[src/source/cpuPkg.sv]
`default_nettype none

package cpuPkg;

	localparam int dataWidth = 16;

	// Instruction bits 15..12
	typedef enum logic [3:0] {
		ADD = 4'h0,
		SUB = 4'h1,
		AND = 4'h2,
		OR  = 4'h3,
		XOR = 4'h4,
		SHL = 4'h5,
		SHR = 4'h6,
		MOV = 4'h7,
		LDI = 4'h8,
		LD  = 4'h9,
		ST  = 4'ha,
		JMP = 4'hb,
		JZ  = 4'hc,
		JC  = 4'hd,
		JR  = 4'he,
		NOP = 4'hf
	} opcodeT;

	// Next-PC source
	typedef enum logic [1:0] {
		PC_INC = 2'd0,
		PC_IMM = 2'd1,
		PC_REG = 2'd2
	} pcSelT;

	typedef struct packed {
		opcodeT op;
		logic [3:0] regDst;
		logic [3:0] regSrc;
		logic regWe;
		logic memWe;
		pcSelT pcSel;
		// Write-back takes imm8
		logic immMode;
		// Write-back takes data memory
		logic memRead;
		logic flagWe;
		logic [dataWidth-1:0] imm;
	} ctrlT;

	// Instruction retiring at the coming edge
	typedef struct packed {
		logic [dataWidth-1:0] pc;
		logic [dataWidth-1:0] instr;
		logic regWe;
		logic [3:0] regDst;
		logic [dataWidth-1:0] regWrData;
		logic memWe;
		logic [dataWidth-1:0] memAddr;
		logic [dataWidth-1:0] memWrData;
	} traceT;

	// The seven opcodes that go through the ALU and set flags
	function automatic logic isAluOp(opcodeT op);
		case (op)
			ADD, SUB, AND, OR, XOR, SHL, SHR: return 1'b1;
			default: return 1'b0;
		endcase
	endfunction

	function automatic logic isJump(opcodeT op);
		case (op)
			JMP, JZ, JC, JR: return 1'b1;
			default: return 1'b0;
		endcase
	endfunction

endpackage

`default_nettype wire

[src/source/registerFile.sv]
`timescale 1ns/1ns
`default_nettype none

module registerFile
	import cpuPkg::*;
#(
	parameter int regCount = 16
) (
	input logic clk,
	input logic rst,
	input logic we,
	input logic [3:0] regDst,
	input logic [3:0] regSrc,
	input logic [dataWidth-1:0] regDstDataIn,
	output logic [dataWidth-1:0] regDstDataOut,
	output logic [dataWidth-1:0] regSrcDataOut
);

	logic [dataWidth-1:0] regs [regCount];

	always_ff @(posedge clk or posedge rst) begin
		if (rst) begin
			for (int i = 0; i < regCount; i++) begin
				regs[i] <= '0;
			end
		end else if (we) begin
			regs[regDst] <= regDstDataIn;
		end
	end

	// Both read ports are combinational
	assign regDstDataOut = regs[regDst];
	assign regSrcDataOut = regs[regSrc];

endmodule

`default_nettype wire

[src/source/alu.sv]
`timescale 1ns/1ns
`default_nettype none

module alu
	import cpuPkg::*;
(
	input logic clk,
	input logic rst,
	input opcodeT op,
	input logic flagWe,
	input logic [dataWidth-1:0] in1,
	input logic [dataWidth-1:0] in2,
	output logic [dataWidth-1:0] out,
	output logic cFlag,
	output logic zFlag
);

	logic [dataWidth:0] wide;
	logic carry;

	always_comb begin
		wide = '0;
		carry = 1'b0;
		out = '0;
		case (op)
			ADD: begin
				wide = {1'b0, in1} + {1'b0, in2};
				out = wide[dataWidth-1:0];
				carry = wide[dataWidth];
			end
			SUB: begin
				// Top bit is the unsigned borrow
				wide = {1'b0, in1} - {1'b0, in2};
				out = wide[dataWidth-1:0];
				carry = wide[dataWidth];
			end
			AND: begin
				out = in1 & in2;
			end
			OR: begin
				out = in1 | in2;
			end
			XOR: begin
				out = in1 ^ in2;
			end
			SHL: begin
				out = {in1[dataWidth-2:0], 1'b0};
				carry = in1[dataWidth-1];
			end
			SHR: begin
				out = {1'b0, in1[dataWidth-1:1]};
				carry = in1[0];
			end
			MOV: begin
				out = in2;
			end
			default: begin
				out = '0;
			end
		endcase
	end

	always_ff @(posedge clk or posedge rst) begin
		if (rst) begin
			cFlag <= 1'b0;
			zFlag <= 1'b0;
		end else if (flagWe) begin
			cFlag <= carry;
			zFlag <= (out == '0);
		end
	end

endmodule

`default_nettype wire

[src/source/decoder.sv]
`timescale 1ns/1ns
`default_nettype none

module decoder
	import cpuPkg::*;
(
	input logic [dataWidth-1:0] instruction,
	input logic cFlag,
	input logic zFlag,
	output ctrlT ctrl
);

	opcodeT op;

	assign op = opcodeT'(instruction[15:12]);

	always_comb begin
		ctrl.op = op;
		ctrl.regDst = instruction[11:8];
		ctrl.regSrc = instruction[7:4];
		ctrl.imm = {{(dataWidth-8){1'b0}}, instruction[7:0]};
		ctrl.regWe = 1'b0;
		ctrl.memWe = 1'b0;
		ctrl.immMode = 1'b0;
		ctrl.memRead = 1'b0;
		ctrl.flagWe = isAluOp(op);
		ctrl.pcSel = PC_INC;

		case (op)
			ADD, SUB, AND, OR, XOR, SHL, SHR: begin
				ctrl.regWe = 1'b1;
			end
			MOV: begin
				ctrl.regWe = 1'b1;
			end
			LDI: begin
				ctrl.regWe = 1'b1;
				ctrl.immMode = 1'b1;
			end
			LD: begin
				ctrl.regWe = 1'b1;
				ctrl.memRead = 1'b1;
			end
			ST: begin
				ctrl.memWe = 1'b1;
			end
			JMP: begin
				ctrl.pcSel = PC_IMM;
			end
			// Conditional jumps see the flags from before this instruction
			JZ: begin
				if (zFlag) begin
					ctrl.pcSel = PC_IMM;
				end
			end
			JC: begin
				if (cFlag) begin
					ctrl.pcSel = PC_IMM;
				end
			end
			JR: begin
				ctrl.pcSel = PC_REG;
			end
			default: begin
				ctrl.pcSel = PC_INC;
			end
		endcase
	end

endmodule

`default_nettype wire

[src/source/processor.sv]
`timescale 1ns/1ns
`default_nettype none

module processor
	import cpuPkg::*;
#(
	parameter int regCount = 16
) (
	input logic clk,
	input logic rst,
	output logic [dataWidth-1:0] instrAddr,
	input logic [dataWidth-1:0] instrData,
	output logic memWe,
	output logic [dataWidth-1:0] memAddr,
	output logic [dataWidth-1:0] memWrData,
	input logic [dataWidth-1:0] memRdData,
	output traceT trace
);

	ctrlT ctrl;
	logic [dataWidth-1:0] pc;
	logic [dataWidth-1:0] nextPc;
	logic [dataWidth-1:0] dstData;
	logic [dataWidth-1:0] srcData;
	logic [dataWidth-1:0] aluOut;
	logic [dataWidth-1:0] wbData;
	logic cFlag;
	logic zFlag;

	decoder decode0 (
		.instruction(instrData),
		.cFlag(cFlag),
		.zFlag(zFlag),
		.ctrl(ctrl)
	);

	registerFile #(
		.regCount(regCount)
	) regFile0 (
		.clk(clk),
		.rst(rst),
		.we(ctrl.regWe),
		.regDst(ctrl.regDst),
		.regSrc(ctrl.regSrc),
		.regDstDataIn(wbData),
		.regDstDataOut(dstData),
		.regSrcDataOut(srcData)
	);

	alu alu0 (
		.clk(clk),
		.rst(rst),
		.op(ctrl.op),
		.flagWe(ctrl.flagWe),
		.in1(dstData),
		.in2(srcData),
		.out(aluOut),
		.cFlag(cFlag),
		.zFlag(zFlag)
	);

	always_comb begin
		case (ctrl.pcSel)
			PC_IMM: nextPc = ctrl.imm;
			PC_REG: nextPc = srcData;
			default: nextPc = pc + dataWidth'(1);
		endcase
	end

	always_ff @(posedge clk or posedge rst) begin
		if (rst) begin
			pc <= '0;
		end else begin
			pc <= nextPc;
		end
	end

	// Write-back priority is imm, then memory, then ALU
	always_comb begin
		if (ctrl.immMode) begin
			wbData = ctrl.imm;
		end else if (ctrl.memRead) begin
			wbData = memRdData;
		end else begin
			wbData = aluOut;
		end
	end

	assign instrAddr = pc;
	// ST addresses through dst, LD through src
	assign memAddr = (ctrl.op == ST) ? dstData : srcData;
	assign memWrData = srcData;
	// No stores while the memory contents are still being loaded
	assign memWe = ctrl.memWe & ~rst;

	always_comb begin
		trace.pc = pc;
		trace.instr = instrData;
		trace.regWe = ctrl.regWe;
		trace.regDst = ctrl.regDst;
		trace.regWrData = wbData;
		trace.memWe = memWe;
		trace.memAddr = memAddr;
		trace.memWrData = memWrData;
	end

endmodule

`default_nettype wire

[src/source/processorTop.sv]
`timescale 1ns/1ns
`default_nettype none

module processorTop
	import cpuPkg::*;
#(
	parameter int imemDepth = 128,
	parameter int dmemDepth = 128,
	parameter int regCount = 16
) (
	input logic clk,
	input logic rst,
	input logic progWe,
	input logic [dataWidth-1:0] progAddr,
	input logic [dataWidth-1:0] progData,
	output traceT trace
);

	// Addresses wrap on the low bits
	localparam int imemAddrBits = $clog2(imemDepth);
	localparam int dmemAddrBits = $clog2(dmemDepth);

	logic [dataWidth-1:0] imem [imemDepth];
	logic [dataWidth-1:0] dmem [dmemDepth];

	logic [dataWidth-1:0] instrAddr;
	logic [dataWidth-1:0] instrData;
	logic memWe;
	logic [dataWidth-1:0] memAddr;
	logic [dataWidth-1:0] memWrData;
	logic [dataWidth-1:0] memRdData;

	// Program load port works during reset too
	always_ff @(posedge clk) begin
		if (progWe) begin
			imem[progAddr[imemAddrBits-1:0]] <= progData;
		end
	end

	assign instrData = imem[instrAddr[imemAddrBits-1:0]];

	always_ff @(posedge clk) begin
		if (memWe) begin
			dmem[memAddr[dmemAddrBits-1:0]] <= memWrData;
		end
	end

	assign memRdData = dmem[memAddr[dmemAddrBits-1:0]];

	processor #(
		.regCount(regCount)
	) cpu0 (
		.clk(clk),
		.rst(rst),
		.instrAddr(instrAddr),
		.instrData(instrData),
		.memWe(memWe),
		.memAddr(memAddr),
		.memWrData(memWrData),
		.memRdData(memRdData),
		.trace(trace)
	);

endmodule

`default_nettype wire

[config.mk]
export PLATFORM = sky130hd
export DESIGN_NAME = processorTop
export DESIGN_NICKNAME = d
export VERILOG_FILES = /design/src/source/cpuPkg.sv /design/src/source/registerFile.sv /design/src/source/alu.sv /design/src/source/decoder.sv /design/src/source/processor.sv /design/src/source/processorTop.sv
export SDC_FILE = /design/constraint.sdc
export NUM_CORES = 2
export LEC_CHECK = 0
export BUFFER_PORTS_ARGS = -buffer_cell sky130_fd_sc_hd__buf_2
export CORE_ASPECT_RATIO = 2
export CORE_MARGIN = 1.5
export CORE_UTILIZATION = 63
export CTS_CLUSTER_DIAMETER = 200
export CTS_CLUSTER_SIZE = 20
export DETAILED_ROUTE_END_ITERATION = 16
export PLACE_DENSITY = 0.78
export SYNTH_ARGS = -nofsm -noshare
export SYNTH_HDL_FRONTEND = slang
export SYNTH_SLANG_ARGS = --single-unit
[constraint.sdc]
create_clock -name clk -period 33.6 [get_ports clk]
set_clock_uncertainty 0.05 [all_clocks]
set_input_delay 1.68 -clock clk [delete_from_list [all_inputs] [get_ports clk]]
set_output_delay 1.68 -clock clk [all_outputs]
set_load 0.05 [all_outputs]
* Word-level counts from Yosys, hierarchy flattened
Memory sizes are Yosys's and may differ from the RTL's.
Cells that the tools add are included.
** Operators by class
- $add $sub $neg :: 3
- Magnitude comparators :: 3
- Equal/unequal tests :: 16
- Mux-type cells :: 27
- Bitwise gates (word level) :: 7
- Reductions and logical operators :: 5
** Operator list (number)
- $bwmux W256 :: 1
- $bmux W16 S4 :: 2
- $mux W16 :: 8
- $pmux W16 S8 :: 1
- $demux W16 S4 :: 1
- $pmux W16 S2 :: 1
- $eq A4 B4 Y1 const B :: 7
- $add A16 B16 Y17 :: 1
- $sub A16 B16 Y17 :: 1
- $add A16 B1 Y16 const B :: 1
- $and A16 B16 Y16 :: 1
- $eq A4 B3 Y1 const B :: 4
- $logic_not A16 Y1 :: 1
- $or A16 B16 Y16 :: 1
- $xor A16 B16 Y16 :: 1
- $mux W1 :: 11
- $ge A5 B5 Y1 const B :: 2
- $not A4 Y5 :: 2
- $reduce_or A10 Y1 :: 1
- $eq A4 B2 Y1 const B :: 2
- $pmux W2 S4 :: 1
- $reduce_or A7 Y1 :: 1
- $lt A5 B1 Y1 const B :: 1
- $eq A4 B1 Y1 const B :: 1
- 7 further kinds :: 7
** Word-level totals
- Register bits after elaboration :: 274
- RAM bits :: 4096
- Output and inout bits :: 86
- Logic and storage cells :: 82
- Memories :: 2
** Memories
- dmem :: depth 128, width 16, read ports 1, clocked after memory_dff 0, write ports 1, RTL line processorTop.sv:24 : logic [dataWidth-1:0] dmem [dmemDepth];
- imem :: depth 128, width 16, read ports 1, clocked after memory_dff 0, write ports 1, RTL line processorTop.sv:23 : logic [dataWidth-1:0] imem [imemDepth];

* Longest topological paths before layout
An unclocked memory read counts as a cell.
- Depth after elaboration :: 10
- Depth in mapped cells :: 38
- Depth with buffers taken out :: 30

* By module
From an unflattened synthesis, not the netlist that was laid out.
** Second synthesis, totals
- Cells, all modules :: 8995
- Area, all modules :: 176431.7 µm²
** Modules (own cells, without submodules)
- processorTop :: instances 1, cells each 7399, area an instance 157502.3 µm², seq. area each 122998.0 µm²
- registerFile :: instances 1, cells each 850, area an instance 13415.4 µm², seq. area each 6406.1 µm²
- alu :: instances 1, cells each 467, area an instance 3196.8 µm², seq. area each 50.0 µm²
- processor :: instances 1, cells each 238, area an instance 2015.7 µm², seq. area each 400.4 µm²
- decoder :: instances 1, cells each 41, area an instance 301.5 µm², seq. area each 0.0 µm²

* Least setup slack after synthesis
Ideal clock, no wire load.
- Kind :: reg-to-output
- From :: reg cpu0.pc[0] (netlist: cpu0.instrAddr[0])
- To :: out trace[48] (netlist bit)
- Arrival time :: 12317 ps
- Required time :: 31870 ps
- Path slack :: 19553 ps
- Stages on the path, launching flop included :: 35
- Path buffers :: 13
- Path through :: dfrtp_1 buf_6 buf_8 buf_12 buf_8 nor2_2 a22oi_1 a21boi_1 or4_1 buf_2 a22o_4 buf_6 inv_4 buf_2 buf_2 clkbuf_1 clkbuf_1 a211oi_1 a211oi_1 a21oi_1 a21oi_1 inv_1 ha_1 clkbuf_1 nor2_1 nor2_1 a41o_1 a21oi_1 o21bai_1 a211oi_1 or4_1 and3_1 clkbuf_1 clkbuf_1 nand2_1
** RTL lines
- start: declaration :: RTL line processor.sv:21 : logic [dataWidth-1:0] pc;
- start signal: assignment :: RTL line processor.sv:74 : pc <= nextPc;
- end: declaration :: RTL line processorTop.sv:16 : output traceT trace

==> results.sh <==
export IMPL_status="complete, but fails checks"
export IMPL_violations="max-capacitance violations, max-slew violations"
export IMPL_critPathSlowestCell="nor4_1"
export IMPL_routed_via_density=7.47
export IMPL_finalSetupViolCount=0
export IMPL_die_w_um=376
export IMPL_cts_setup_buffers=0
export IMPL_grt_overflow_total=0
export IMPL_critPathMaxStageDelay_ps=1030
export IMPL_finalCritPeriodShare=0.490
export IMPL_cts_sinks=4370
export IMPL_relSlewSlack=-0.0520
export IMPL_grt_usage=0.371
export IMPL_tns_ps=0
export IMPL_wl_met2_um=233000
export IMPL_hold_buffers=0
export IMPL_initial_core_util=0.633
export IMPL_insertion_delay_ps=990
export IMPL_fin_cells=14100
export IMPL_routed_top_layer="met5"
export IMPL_crit_family="buffers and inverters"
export IMPL_post_dp_hpwl_um=308000
export IMPL_path_class="register to primary output"
export IMPL_syn_area_per_cell_um2=17.2
export IMPL_hold_class="register to register"
export IMPL_ys_warn_count=0
export IMPL_ys_seq_area_frac=0.739
export IMPL_route_met3_wl_um=84100
export IMPL_vias=106000
export IMPL_totalWireLength_um=527000
export IMPL_cp_arrival_ps=14740
export IMPL_antenna_found_initial=44
export IMPL_wl_met1_um=173000
export IMPL_maxCapViolCount=2
export IMPL_fin_crit_ps=16470
export IMPL_mostFrequentLayoutCell="edfxtp_1"
export IMPL_cts_resized=0
export IMPL_endpoint_kind="primary output"
export IMPL_grt_pass1_vias=101000
export IMPL_firstDrtPassIters=10
export IMPL_dp_cells=13800
export IMPL_crit_buf_inv=15
export IMPL_grt_pass1_wl_um=740000
export IMPL_clockRootBuffer="clkbuf_16"
export IMPL_place_ws_ps=19110
export IMPL_crit_path_start_kind="register"
export IMPL_hold_viol=0
export IMPL_syn_nets=10300
export IMPL_core_area_mm2=0.278
export IMPL_cp_max_fo=95
export IMPL_cts_tree="built"
export IMPL_synthArstFlopShare=0.0627
export IMPL_pin_count=121
export IMPL_wl_per_cell_um=37.3
export IMPL_die_area_mm2=0.282
export IMPL_required_ps=31870
export IMPL_drive_above_1_share=0.175
export IMPL_drt_iter0_drc=19300
export IMPL_ys_ff_latch=4370
export IMPL_setup_ws_ps=17130
export IMPL_mostFrequentLayoutCells="edfxtp_1 (4096), nand2_1 (687), nor2_1 (636)"
export IMPL_rows=274
export IMPL_die_h_um=750
export IMPL_grt_max_degree=134
export IMPL_cts_buffer_depth=4
export IMPL_grt_setup_unrepaired="false"
export IMPL_antenna_left=0
export IMPL_finalMaxSlewViolations=4
export IMPL_synthFlopType="edfxtp_1"
export IMPL_cts_buffers=244
export IMPL_io_buffers=111
export IMPL_syn_inst=10200
export IMPL_area_growth_pct=7.38
export IMPL_drc_errors=0
export IMPL_final_nets=10500
export IMPL_path_clk_slew_ps=80
export IMPL_cpMostUsedCell="buf_4"
export IMPL_tightestPinTransition_ps=1560
export IMPL_netlist_area_mm2=0.176
export IMPL_cts_max_level=4
export IMPL_place_gp_congestion=0.950
export IMPL_synth_cell_types=125
export IMPL_synth_edff_count=4096
export IMPL_max_freq_mhz=60.7
==> final timing paths <==
kind / endpoint / slack [ps] / start / cells past startpoint
worst min-delay path: cpu0.regFile0.regs[30] / 480 / cpu0.regFile0.regs[30] / 1
worst max register to register: cpu0.regFile0.regs[234] / 19880 / cpu0.instrAddr[1] / 30
min in group asynchronous: cpu0.regFile0.regs[59] / 910 / rst / 2
worst min register to register: cpu0.regFile0.regs[30] / 480 / cpu0.regFile0.regs[30] / 1
worst max-delay path: trace[43] / 17130 / cpu0.instrAddr[1] / 31
max in group asynchronous: cpu0.regFile0.regs[17] / 30830 / rst / 3
==> through the flow <==
step | cell area, um2 | hold WS (ps) | utilization
final | 189000 | 479 | 0.679
after global routing | 189000 | 499 | 0.679
after CTS | 189000 | 480 | 0.679
after detailed placement | 182000 | 461 | 0.655
after global placement | 182000 | 451 | 0.655
after floorplan | 176000 | 440 | -
==> cell type report <==
| cell class | count | area, um2 |
|---|---|---|
| sequential | 4370 | 130000 |
| fill | 17300 | 89000 |
| multi-input combinational | 5069 | 42500 |
| clock buffer | 346 | 6530 |
| timing repair buffer | 615 | 4590 |
| tap | 3588 | 4490 |
| inverter | 109 | 439 |
| clock inverter | 7 | 126 |
| antenna | 24 | 60.1 |
==> cells in the mapped netlist (94+ instances only) <==
master	instances	share of area
a22oi_1	131	0.0056
inv_1	94	0.0020
o22ai_1	179	0.0064
dfrtp_1	274	0.039
nand3_1	218	0.0062
a31oi_1	142	0.0051
mux2_2	208	0.013
a221oi_1	164	0.0082
clkbuf_1	227	0.0049
a21oi_1	273	0.0078
o21ai_0	137	0.0039
a211oi_1	119	0.0051
mux2i_1	295	0.017
nor2_1	706	0.015
edfxtp_1	4096	0.70
mux4_2	545	0.070
buf_2	258	0.0074
nand2_1	693	0.015
==> metal layers <==
layer	vias to the layer above	track usage
met5	-	0
met4	26	0.203
met3	1872	0.116
met2	9483	0.544
met1	52700	0.503
li1	41500	-
==> registers in the layout, summed over array words and instances (netlist names) <==
signal              flops
imem                 2048
cpu0.alu0.cFlag         1
cpu0.regFile0.regs    256
cpu0.instrAddr         16
cpu0.alu0.zFlag         1
dmem                 2048
==> logic make-up (layout without fill, tap and decap cells) <==
logic type      after synthesis  after routing  synth area share
buf+inv                     781           1077            0.0222
xor+xnor                     22             22           0.00110
other cells                   0             24                 0
mux                        1054           1054             0.100
compound gates             1885           1885            0.0810
fa+ha+maj                    54             54           0.00393
flops                      4370           4370             0.739
simple gates               2054           2054            0.0521
==> worst register-to-register path: cells and delay by family, from the launching register on <==
| family | cells | cell delay (ps) |
|---|---|---|
| buffers and inverters | 13 | 6680 |
| AO/OA/AOI/OAI | 9 | 3140 |
| AND/OR/NAND/NOR | 5 | 2390 |
| multiplexers | 3 | 790 |
| flip-flops | 1 | 590 |
Power is not shown: default switching activity piles up to over one toggle a cycle in this logic, so the estimate is an artifact.
